[src/common/prbs_test_pkg.sv]
package prbs_test_pkg;

    ////////////////////////////////////////////////////////////////////////////
    // Lane counts and vector types
    ////////////////////////////////////////////////////////////////////////////

    localparam int NUM_LANES         = 8;
    // Monitored lanes sit in the upper half
    localparam int NUM_DISPLAY_LANES = 4;

    typedef logic [NUM_LANES-1:0]         lane_mask_t;
    typedef logic [NUM_DISPLAY_LANES-1:0] display_mask_t;
    typedef logic [7:0]                   led_t;
    typedef logic [3:0]                   status_code_t;
    typedef logic [50:0]                  ccb_word_t;
    typedef logic [5:0]                   ccb_cmd_t;
    typedef logic [15:0]                  step_count_t;

    // Boot and test sequence, in order of progress
    typedef enum logic [3:0] {
        RESET, EN_TX, EN_TX_DONE, EN_RX, EN_RX_DONE,
        PRBS_INJECT, PRBS_INJECT_DONE, PRBS_INJECT_CLEAR, EN_PRBS_CK
    } seq_state_t;

    ////////////////////////////////////////////////////////////////////////////
    // CCB bus layout and command codes
    ////////////////////////////////////////////////////////////////////////////

    localparam int CCB_CMD_LSB    = 2;
    localparam int CCB_STROBE_BIT = 10;
    // Two unused bits that are not inverted on the bus
    localparam int CCB_GAP_LSB    = 34;
    localparam int CCB_GAP_MSB    = 35;

    localparam ccb_cmd_t CMD_BX0     = 6'h01;
    localparam ccb_cmd_t CMD_RESYNC  = 6'h03;
    localparam ccb_cmd_t CMD_BXRESET = 6'h32;

    // Upper LED nibble per sequencer state
    localparam status_code_t LED_RESET             = 4'h1;
    localparam status_code_t LED_EN_TX             = 4'h2;
    localparam status_code_t LED_EN_TX_DONE        = 4'h3;
    localparam status_code_t LED_EN_RX             = 4'h4;
    localparam status_code_t LED_EN_RX_DONE        = 4'h5;
    localparam status_code_t LED_PRBS_INJECT       = 4'h6;
    localparam status_code_t LED_PRBS_INJECT_DONE  = 4'h8;
    localparam status_code_t LED_PRBS_INJECT_CLEAR = 4'h7;
    localparam status_code_t LED_EN_PRBS_CK        = 4'hF;

endpackage

[src/boot_sequencer/boot_sequencer.sv]
`timescale 1ns/1ps

module boot_sequencer
    import prbs_test_pkg::*;
#(
    parameter int unsigned TX_WAIT    = 20,
    parameter int unsigned RX_WAIT    = 40,
    parameter int unsigned INJECT_END = 140,
    parameter int unsigned HOLD_END   = 160,
    parameter int unsigned CLEAR_END  = 180
) (
    input  logic          clk40,
    input  logic          PRBS_reset,
    input  logic          reset_req_i,
    input  logic          resync_i,
    input  logic          bx0_i,
    input  logic          bxreset_i,
    input  logic          inject_i,
    input  lane_mask_t    tx_reset_done_i,
    input  lane_mask_t    rx_reset_done_i,
    input  lane_mask_t    prbs_error_i,
    input  display_mask_t lane_led_i,
    output lane_mask_t    tx_reset_o,
    output lane_mask_t    rx_reset_o,
    output logic          prbs_cnt_reset_o,
    output logic          err_count_clear_o,
    output logic          force_err_o,
    output led_t          led_fp_o
);

    seq_state_t    state;
    seq_state_t    next_state;
    step_count_t   step_cnt;
    logic          timer_clear;
    status_code_t  status_code;
    display_mask_t led_low;

    ////////////////////////////////////////////////////////////////////////////
    // State register and step timer
    ////////////////////////////////////////////////////////////////////////////

    // Button reset and resync restart the sequence synchronously
    always_ff @(posedge clk40 or posedge PRBS_reset) begin
        if (PRBS_reset) begin
            state <= RESET;
        end else if (reset_req_i || resync_i) begin
            state <= RESET;
        end else begin
            state <= next_state;
        end
    end

    // Timer runs through the timed steps, and the three injection steps share one count
    assign timer_clear = state inside {RESET, EN_TX_DONE, EN_RX_DONE, EN_PRBS_CK};

    always_ff @(posedge clk40 or posedge PRBS_reset) begin
        if (PRBS_reset) begin
            step_cnt <= '0;
        end else if (timer_clear) begin
            step_cnt <= '0;
        end else begin
            step_cnt <= step_cnt + step_count_t'(1);
        end
    end

    // Next state
    always_comb begin
        next_state = state;
        case (state)
            RESET: next_state = EN_TX;
            EN_TX: begin
                if (step_cnt >= step_count_t'(TX_WAIT)) next_state = EN_TX_DONE;
            end
            EN_TX_DONE: begin
                // Every transmitter must report reset done
                if (&tx_reset_done_i) next_state = EN_RX;
            end
            EN_RX: begin
                if (step_cnt >= step_count_t'(RX_WAIT)) next_state = EN_RX_DONE;
            end
            EN_RX_DONE: begin
                if (&rx_reset_done_i) next_state = PRBS_INJECT;
            end
            PRBS_INJECT: begin
                if (step_cnt >= step_count_t'(INJECT_END)) next_state = PRBS_INJECT_DONE;
            end
            PRBS_INJECT_DONE: begin
                if (step_cnt >= step_count_t'(HOLD_END)) next_state = PRBS_INJECT_CLEAR;
            end
            PRBS_INJECT_CLEAR: begin
                if (step_cnt >= step_count_t'(CLEAR_END)) next_state = EN_PRBS_CK;
            end
            // Checking mode holds until a restart
            EN_PRBS_CK: next_state = EN_PRBS_CK;
            default: next_state = RESET;
        endcase
    end

    ////////////////////////////////////////////////////////////////////////////
    // Output decode from state and live inputs
    ////////////////////////////////////////////////////////////////////////////
    always_comb begin
        tx_reset_o        = '0;
        rx_reset_o        = '0;
        prbs_cnt_reset_o  = 1'b0;
        err_count_clear_o = 1'b1;
        force_err_o       = 1'b0;
        status_code       = LED_RESET;
        led_low           = '0;
        case (state)
            RESET: begin
                tx_reset_o = '1;
                rx_reset_o = '1;
            end
            EN_TX: begin
                rx_reset_o  = '1;
                status_code = LED_EN_TX;
            end
            EN_TX_DONE: begin
                rx_reset_o  = '1;
                status_code = LED_EN_TX_DONE;
            end
            EN_RX: status_code = LED_EN_RX;
            EN_RX_DONE: begin
                // Forcing starts early so the first injected word is not missed
                force_err_o = 1'b1;
                status_code = LED_EN_RX_DONE;
            end
            PRBS_INJECT: begin
                force_err_o       = 1'b1;
                err_count_clear_o = 1'b0;
                status_code       = LED_PRBS_INJECT;
                led_low           = prbs_error_i[NUM_LANES-1 -: NUM_DISPLAY_LANES];
            end
            PRBS_INJECT_DONE: begin
                prbs_cnt_reset_o = 1'b1;
                status_code      = LED_PRBS_INJECT_DONE;
                led_low          = prbs_error_i[NUM_LANES-1 -: NUM_DISPLAY_LANES];
            end
            PRBS_INJECT_CLEAR: begin
                status_code = LED_PRBS_INJECT_CLEAR;
                led_low     = prbs_error_i[NUM_LANES-1 -: NUM_DISPLAY_LANES];
            end
            EN_PRBS_CK: begin
                // Button level or bx0 command forces errors, bxreset clears counts
                force_err_o       = inject_i | bx0_i;
                prbs_cnt_reset_o  = bxreset_i;
                err_count_clear_o = bxreset_i;
                status_code       = LED_EN_PRBS_CK;
                led_low           = lane_led_i;
            end
            default: begin
                tx_reset_o = '1;
                rx_reset_o = '1;
            end
        endcase
    end

    assign led_fp_o = {status_code, led_low};

endmodule

[src/error_monitor/error_monitor.sv]
`timescale 1ns/1ps

module error_monitor
    import prbs_test_pkg::*;
#(
    parameter int BLINK_HALF_PERIOD = 8
) (
    input  logic          clk40,
    input  logic          PRBS_reset,
    input  lane_mask_t    prbs_error_i,
    input  logic          latch_clear_i,
    input  logic          count_clear_i,
    output lane_mask_t    latched_error_o,
    output display_mask_t lane_led_o
);

    localparam int BLINK_W = $clog2(BLINK_HALF_PERIOD + 1);

    logic [BLINK_W-1:0] blink_cnt;
    logic               blink;

    // Sticky error flags for all lanes
    always_ff @(posedge clk40 or posedge PRBS_reset) begin
        if (PRBS_reset) begin
            latched_error_o <= '0;
        end else if (latch_clear_i) begin
            latched_error_o <= '0;
        end else begin
            latched_error_o <= latched_error_o | prbs_error_i;
        end
    end

    // Free running blinker shared by all lane displays
    always_ff @(posedge clk40 or posedge PRBS_reset) begin
        if (PRBS_reset) begin
            blink_cnt <= '0;
            blink     <= 1'b0;
        end else if (blink_cnt == BLINK_W'(BLINK_HALF_PERIOD - 1)) begin
            blink_cnt <= '0;
            blink     <= ~blink;
        end else begin
            blink_cnt <= blink_cnt + BLINK_W'(1);
        end
    end

    ////////////////////////////////////////////////////////////////////////////
    // One display counter per monitored lane
    ////////////////////////////////////////////////////////////////////////////
    for (genvar i = 0; i < NUM_DISPLAY_LANES; i++) begin : g_lane
        lane_error_counter u_lane_counter (
            .clk40      (clk40),
            .PRBS_reset (PRBS_reset),
            .error_i    (prbs_error_i[NUM_LANES - NUM_DISPLAY_LANES + i]),
            .clear_i    (count_clear_i),
            .blink_i    (blink),
            .led_o      (lane_led_o[i])
        );
    end

endmodule

[src/error_monitor/lane_error_counter.sv]
`timescale 1ns/1ps

module lane_error_counter (
    input  logic clk40,
    input  logic PRBS_reset,
    input  logic error_i,
    input  logic clear_i,
    input  logic blink_i,
    output logic led_o
);

    logic [1:0] err_cnt;

    // Count of error cycles, stops at three
    always_ff @(posedge clk40 or posedge PRBS_reset) begin
        if (PRBS_reset) begin
            err_cnt <= '0;
        end else if (clear_i) begin
            err_cnt <= '0;
        end else if (error_i && (err_cnt != 2'd3)) begin
            err_cnt <= err_cnt + 2'd1;
        end
    end

    // Off when clean, steady for a few errors, blinking when saturated
    always_comb begin
        case (err_cnt)
            2'd0: begin
                led_o = 1'b0;
            end
            2'd3: begin
                led_o = blink_i;
            end
            default: begin
                led_o = 1'b1;
            end
        endcase
    end

endmodule

[src/source/button_debouncer.sv]
`timescale 1ns/1ps

module button_debouncer #(
    parameter int DEBOUNCE_CYCLES = 4
) (
    input  logic clk40,
    input  logic PRBS_reset,
    input  logic btn_i,
    output logic level_o
);

    localparam int CNT_W = $clog2(DEBOUNCE_CYCLES + 1);

    logic [1:0]       btn_sync;
    logic [CNT_W-1:0] diff_cnt;

    always_ff @(posedge clk40 or posedge PRBS_reset) begin
        if (PRBS_reset) begin
            btn_sync <= '0;
            diff_cnt <= '0;
            level_o  <= 1'b0;
        end else begin
            // Two flops bring the front-panel pin into clk40
            btn_sync <= {btn_sync[0], btn_i};
            if (btn_sync[1] == level_o) begin
                // Any bounce back restarts the count
                diff_cnt <= '0;
            end else if (diff_cnt == CNT_W'(DEBOUNCE_CYCLES - 1)) begin
                diff_cnt <= '0;
                level_o  <= btn_sync[1];
            end else begin
                diff_cnt <= diff_cnt + CNT_W'(1);
            end
        end
    end

endmodule

[src/source/ccb_cmd_decoder.sv]
`timescale 1ns/1ps

module ccb_cmd_decoder
    import prbs_test_pkg::*;
(
    input  logic      clk40,
    input  logic      PRBS_reset,
    input  ccb_word_t ccb_rx_i,
    output logic      bx0_o,
    output logic      resync_o,
    output logic      bxreset_o
);

    ccb_word_t ccb_reg;
    ccb_word_t ccb_fixed;
    ccb_cmd_t  ccb_cmd;
    logic      ccb_strobe;

    // Input register stage for the raw bus
    always_ff @(posedge clk40 or posedge PRBS_reset) begin
        if (PRBS_reset) begin
            // Idle bus is all ones, so the fixed word starts at zero
            ccb_reg <= '1;
        end else begin
            ccb_reg <= ccb_rx_i;
        end
    end

    // Bus is active low everywhere except the gap
    always_comb begin
        ccb_fixed = ~ccb_reg;
        ccb_fixed[CCB_GAP_MSB:CCB_GAP_LSB] = '0;
    end

    // Command field and strobe
    assign ccb_cmd    = ccb_fixed[CCB_CMD_LSB +: $bits(ccb_cmd_t)];
    assign ccb_strobe = ccb_fixed[CCB_STROBE_BIT];

    ////////////////////////////////////////////////////////////////////////////
    // Registered decode, one pulse per held cycle
    ////////////////////////////////////////////////////////////////////////////
    always_ff @(posedge clk40 or posedge PRBS_reset) begin
        if (PRBS_reset) begin
            bx0_o     <= 1'b0;
            resync_o  <= 1'b0;
            bxreset_o <= 1'b0;
        end else begin
            bx0_o     <= ccb_strobe && (ccb_cmd == CMD_BX0);
            resync_o  <= ccb_strobe && (ccb_cmd == CMD_RESYNC);
            bxreset_o <= ccb_strobe && (ccb_cmd == CMD_BXRESET);
        end
    end

endmodule

[src/source/prbs_test_top.sv]
`timescale 1ns/1ps

module prbs_test_top
    import prbs_test_pkg::*;
#(
    parameter int          DEBOUNCE_CYCLES   = 4,
    parameter int          BLINK_HALF_PERIOD = 8,
    parameter int unsigned TX_WAIT           = 20,
    parameter int unsigned RX_WAIT           = 40,
    parameter int unsigned INJECT_END        = 140,
    parameter int unsigned HOLD_END          = 160,
    parameter int unsigned CLEAR_END         = 180
) (
    input  logic       clk40,
    input  logic       PRBS_reset,
    input  logic       reset_btn_i,
    input  logic       inject_btn_i,
    input  ccb_word_t  ccb_rx_i,
    input  lane_mask_t tx_reset_done_i,
    input  lane_mask_t rx_reset_done_i,
    input  lane_mask_t prbs_error_i,
    output lane_mask_t tx_reset_o,
    output lane_mask_t rx_reset_o,
    output logic       prbs_cnt_reset_o,
    output logic       force_err_o,
    output led_t       led_fp_o,
    output lane_mask_t latched_error_o
);

    logic          bx0;
    logic          resync;
    logic          bxreset;
    logic          reset_level;
    logic          inject_level;
    logic          err_count_clear;
    display_mask_t lane_led;

    ////////////////////////////////////////////////////////////////////////////
    // Command decode and front-panel buttons
    ////////////////////////////////////////////////////////////////////////////
    ccb_cmd_decoder u_ccb_cmd_decoder (
        .clk40      (clk40),
        .PRBS_reset (PRBS_reset),
        .ccb_rx_i   (ccb_rx_i),
        .bx0_o      (bx0),
        .resync_o   (resync),
        .bxreset_o  (bxreset)
    );

    button_debouncer #(.DEBOUNCE_CYCLES(DEBOUNCE_CYCLES)) reset_debounce (
        .clk40 (clk40), .PRBS_reset (PRBS_reset), .btn_i (reset_btn_i), .level_o (reset_level)
    );

    button_debouncer #(.DEBOUNCE_CYCLES(DEBOUNCE_CYCLES)) inject_debounce (
        .clk40 (clk40), .PRBS_reset (PRBS_reset), .btn_i (inject_btn_i), .level_o (inject_level)
    );

    // Sequencer drives the transceiver controls and the LED byte
    boot_sequencer #(
        .TX_WAIT    (TX_WAIT),
        .RX_WAIT    (RX_WAIT),
        .INJECT_END (INJECT_END),
        .HOLD_END   (HOLD_END),
        .CLEAR_END  (CLEAR_END)
    ) u_boot_sequencer (
        .clk40             (clk40),
        .PRBS_reset        (PRBS_reset),
        .reset_req_i       (reset_level),
        .resync_i          (resync),
        .bx0_i             (bx0),
        .bxreset_i         (bxreset),
        .inject_i          (inject_level),
        .tx_reset_done_i   (tx_reset_done_i),
        .rx_reset_done_i   (rx_reset_done_i),
        .prbs_error_i      (prbs_error_i),
        .lane_led_i        (lane_led),
        .tx_reset_o        (tx_reset_o),
        .rx_reset_o        (rx_reset_o),
        .prbs_cnt_reset_o  (prbs_cnt_reset_o),
        .err_count_clear_o (err_count_clear),
        .force_err_o       (force_err_o),
        .led_fp_o          (led_fp_o)
    );

    // Latch clears with the PRBS counter reset, displays with the count clear
    error_monitor #(.BLINK_HALF_PERIOD(BLINK_HALF_PERIOD)) u_error_monitor (
        .clk40           (clk40),
        .PRBS_reset      (PRBS_reset),
        .prbs_error_i    (prbs_error_i),
        .latch_clear_i   (prbs_cnt_reset_o),
        .count_clear_i   (err_count_clear),
        .latched_error_o (latched_error_o),
        .lane_led_o      (lane_led)
    );

endmodule

[config.mk]
export PLATFORM = sky130hd
export DESIGN_NAME = prbs_test_top
export DESIGN_NICKNAME = d
export VERILOG_FILES = /design/src/common/prbs_test_pkg.sv /design/src/boot_sequencer/boot_sequencer.sv /design/src/error_monitor/error_monitor.sv /design/src/error_monitor/lane_error_counter.sv /design/src/source/button_debouncer.sv /design/src/source/ccb_cmd_decoder.sv /design/src/source/prbs_test_top.sv
export SDC_FILE = /design/constraint.sdc
export NUM_CORES = 1
export LEC_CHECK = 0
export BUFFER_PORTS_ARGS = -buffer_cell sky130_fd_sc_hd__buf_4
export CORE_MARGIN = 2
export CORE_UTILIZATION = 53
export DETAILED_ROUTE_END_ITERATION = 16
export GPL_TIMING_DRIVEN = 0
export HOLD_SLACK_MARGIN = 0.05
export PLACE_DENSITY = 0.95
export SYNTH_ARGS = -nofsm -noshare
export SYNTH_HDL_FRONTEND = slang
export SYNTH_SLANG_ARGS = --single-unit
[constraint.sdc]
create_clock -name clk40 -period 3.47 [get_ports clk40]
set_clock_uncertainty 0.2 [all_clocks]
set_input_delay 0.347 -clock clk40 [delete_from_list [all_inputs] [get_ports clk40]]
set_output_delay 0.347 -clock clk40 [all_outputs]
set_load 0.01 [all_outputs]
==> flow_summary.yaml <==
clocking:
  clock-sinks: 63
  clkLatencyLatePin_ns: 0.34
  cts_buffer_depth: 2
  root_buffer: "clkbuf_8"
  post-cts-setup-buffer-count: 0
  tritoncts: "yes"
  cts_buffers: 9
  clk_pin_slew_ns: 0.07
  h-tree-depth: 3
die:
  die_w_microns: 81.0
  boundaryPins: 113
  start_util_pct: 54.0
  core-area_sq_mm: 0.00582
  dieArea_sq_mm: 0.00656
  die_y_microns: 81.0
  core.rowCount: 28
detailed_routing:
  vias_per_cell: 5.49
  wl_met3_microns: 476
  drt-total-wl_microns: 7610
  top_layer_used: "met4"
  met2_length_microns: 3990
  detail_route.wl_per_cell_microns: 15.5
  vias: 2692
  drc_errors: 0
  route.antenna.remaining_nets: 0
  wl_met1_microns: 2980
  first_pass_iters: 4
  drt-initial-drc-count: 256
worst_setup_path:
  cpPeakStageDelay_ns: 0.50
  startpoint_type: "flip-flop"
  reg2reg_depth: 6
  crit_arrival_ns: 2.43
  path_max_fanout: 10
  endpoint_kind: "primary output"
  timing_worst_setup_path_type: "reg -> out"
  worstPathCellList: "clkbuf_1 -> clkbuf_1 -> nor3_1 -> xnor2_1 -> buf_4 -> buf_4"
  slowest_stage: "xnor2_1"
  required_ns: 2.92
sta:
  layout_min_cycle_time_ns: 2.98
  rsz0062_at_grt: "no"
  fmax_ghz: 0.336
  maxSlewViolCount: 0
  tightest_slew_ns: 0.855
  slew-limit-headroom_pct: 43.0
  finalSetupViolCount: 0
  setup_slack_ns: 0.494
  min_period_over_period_pct: 85.8
  finalSetupTns_ns: 0
  hold_viol_final: 0
logic_synthesis:
  synth_edf_count: 0
  ys.flop_type: "dfrtp_1"
  yosys_warnings: 0
  yosysTopAreaCell: "dfrtp_1"
  async_reset_ff_share_pct: 100
  syn-cell-area_sq_mm: 0.00314
  syn_nets: 405
  syn_avg_cell_area_sq_um: 10.0
  synth_cell_types: 49
  synth_seq_cells: 63
  seq_area_frac_synth_pct: 50.4
  synth_top_area_share_pct: 44.6
  synth.area.top_cells: "dfrtp_1, dfstp_2, nor2_1, ha_1, xnor2_1"
  synthCells: 313
place:
  dp_hpwl_microns: 5070
  portBuffers: 68
  pre_cts_ws_ns: 0.906
  placed_area_sq_mm: 0.00377
  gp_routability_congestion: 0.930
power:
  vdd_drop_max_mv: 0.524
  p_per_area_mw_per_mm2: 647
  p_leak_uw: 0.00189
outcome:
  status: "finished, final reports clean"
grt:
  grt_usage_pct: 24.2
  grt_antenna_before_repair: 0
  grt_max_degree: 46
  grt-ovfl-total: 0
  grt_pass1_vias: 2610
  grt_pass1_wl_microns: 12000
finish:
  drive_gt1_share_pct: 28.0
  n_antenna_cell: 0
  largest_reg_flops: 16
  final_area_sq_mm: 0.00416
  regMostFlops: "u_boot_sequencer.step_cnt"
  n_fill_cell: 396
  areaGrowthSynthToFinish_pct: 32.4
  nNetsFinal: 502
  largest_registers: "u_boot_sequencer.step_cnt: 16 flops, u_error_monitor.g_lane.u_lane_counter.err_cnt: 8 flops, u_error_monitor.latched_error_o: 8 flops"
min_path:
  min_path_cells: 2
  holdCritPathClass: "in -> reg"
run:
  maxCapViolCount: 0
[where the power goes]
group          internal, uW  total, uW  switching, uW
Clock                   444        724            280
Sequential              817        891           73.7
Combinational           557       1080            519
Total                  1820       2690            873
[routing by layer]
| metal | vias to the layer above | GRT usage, % |
|---|---|---|
| met4 | 0 | 12.5 |
| met3 | 15 | 3.78 |
| met5 | - | 0 |
| met1 | 1308 | 28.1 |
| li1 | 1247 | - |
| met2 | 122 | 43.2 |
[worst paths after layout]
kind	from	endpoint	slack, ns
min reg2reg	inject_debounce.btn_sync[0]$_DFF_PP0_	inject_debounce.btn_sync[1]$_DFF_PP0_	0.14
max reg2reg	u_boot_sequencer.state[2]$_DFFE_PP0P_	u_error_monitor.latched_error_o[1]$_DFF_PP0_	1.24
max	u_boot_sequencer.state[1]$_DFFE_PP0P_	tx_reset_o[1]	0.49
min	prbs_error_i[4]	u_error_monitor.latched_error_o[4]$_DFF_PP0_	0.06
min in group asynchronous	PRBS_reset	u_error_monitor.latched_error_o[2]$_DFF_PP0_	0.38
max in group asynchronous	PRBS_reset	u_ccb_cmd_decoder.ccb_reg[6]$_DFF_PP1_	2.05
[stage by stage]
stage / utilization (%) / hold WS [ns] / total power (uW) / instances
final: 71.6 / 0.0553 / 2690 / 490
after global routing: 71.6 / 0.0579 / 2830 / 490
after CTS: 71.6 / 0.0602 / 2690 / 490
after detailed placement: 64.8 / 0.136 / 1950 / 457
after global placement: 64.4 / 0.136 / 1900 / 456
after floorplan: - / 0.131 / 1530 / 313
[layout make-up]
cell class / instances / area, sq um / area share [%]
timing repair buffer: 86 / 701 / 16.8
inverter: 18 / 67.6 / 1.62
multi-input combinational: 209 / 1340 / 32.2
sequential: 63 / 1590 / 38.1
clock inverter: 3 / 65.1 / 1.56
buffer: 23 / 149 / 3.58
tap: 75 / 93.8 / 2.25
clock buffer: 13 / 159 / 3.82
[layout by cell type, fill, tap and decap left out, types with 8 or more instances in the layout]
cell type,instances
nand2_1,21
nor2_1,44
xnor2_1,16
xor2_1,8
buf_4,82
a21oi_1,17
o21a_1,9
nor2b_1,10
ha_1,13
nand4_1,10
inv_1,15
clkbuf_8,11
dfrtp_1,56
dlygate4sd3_1,17
[cells in the mapped netlist (2+ instances only)]
library cell and instances:
xor2_1 8, mux2_2 2, nor4_1 3, a2111o_1 2, nand4_1 10, ha_1 13, and3_1 3, nand3_1 7
nand2b_1 2, nor2b_1 10, o211ai_1 3, dfstp_2 7, nand2_1 21, buf_2 2, nor4b_1 2, and4_1 2
o41ai_1 2, nor3_1 5, xnor2_1 16, o21a_1 9, nor3b_1 3, and2_1 2, buf_4 14, o21ai_0 6
a21oi_1 17, nor2_1 44, clkbuf_1 5, dfrtp_1 56, inv_2 2, inv_1 16
[critical path: cells and delay by family (launching register included)]
kind	cells	cell delay (ns)
flip-flops	1	0.35
buffers and inverters	4	1.09
AND/OR/NAND/NOR	1	0.14
XOR/XNOR	1	0.50
[logic make-up (layout without fill, tap and decap cells)]
logic type      Yosys count  in the layout  share of synthesized area (%)
mux                       3              3                           1.03
compound gates           51             51                           11.2
flops                    63             63                           50.4
xor+xnor                 24             24                           6.69
simple gates            118            118                           18.6
buf+inv                  41            143                           6.89
fa+ha+maj                13             13                           5.18
[what timing repair did]
action | 4_1_cts | 5_1_grt
endpoints found under the hold margin | 34 | 0
hold buffers | 17 | 0
resized for setup | 0 | 0
Power figures use the tool's default switching activity.
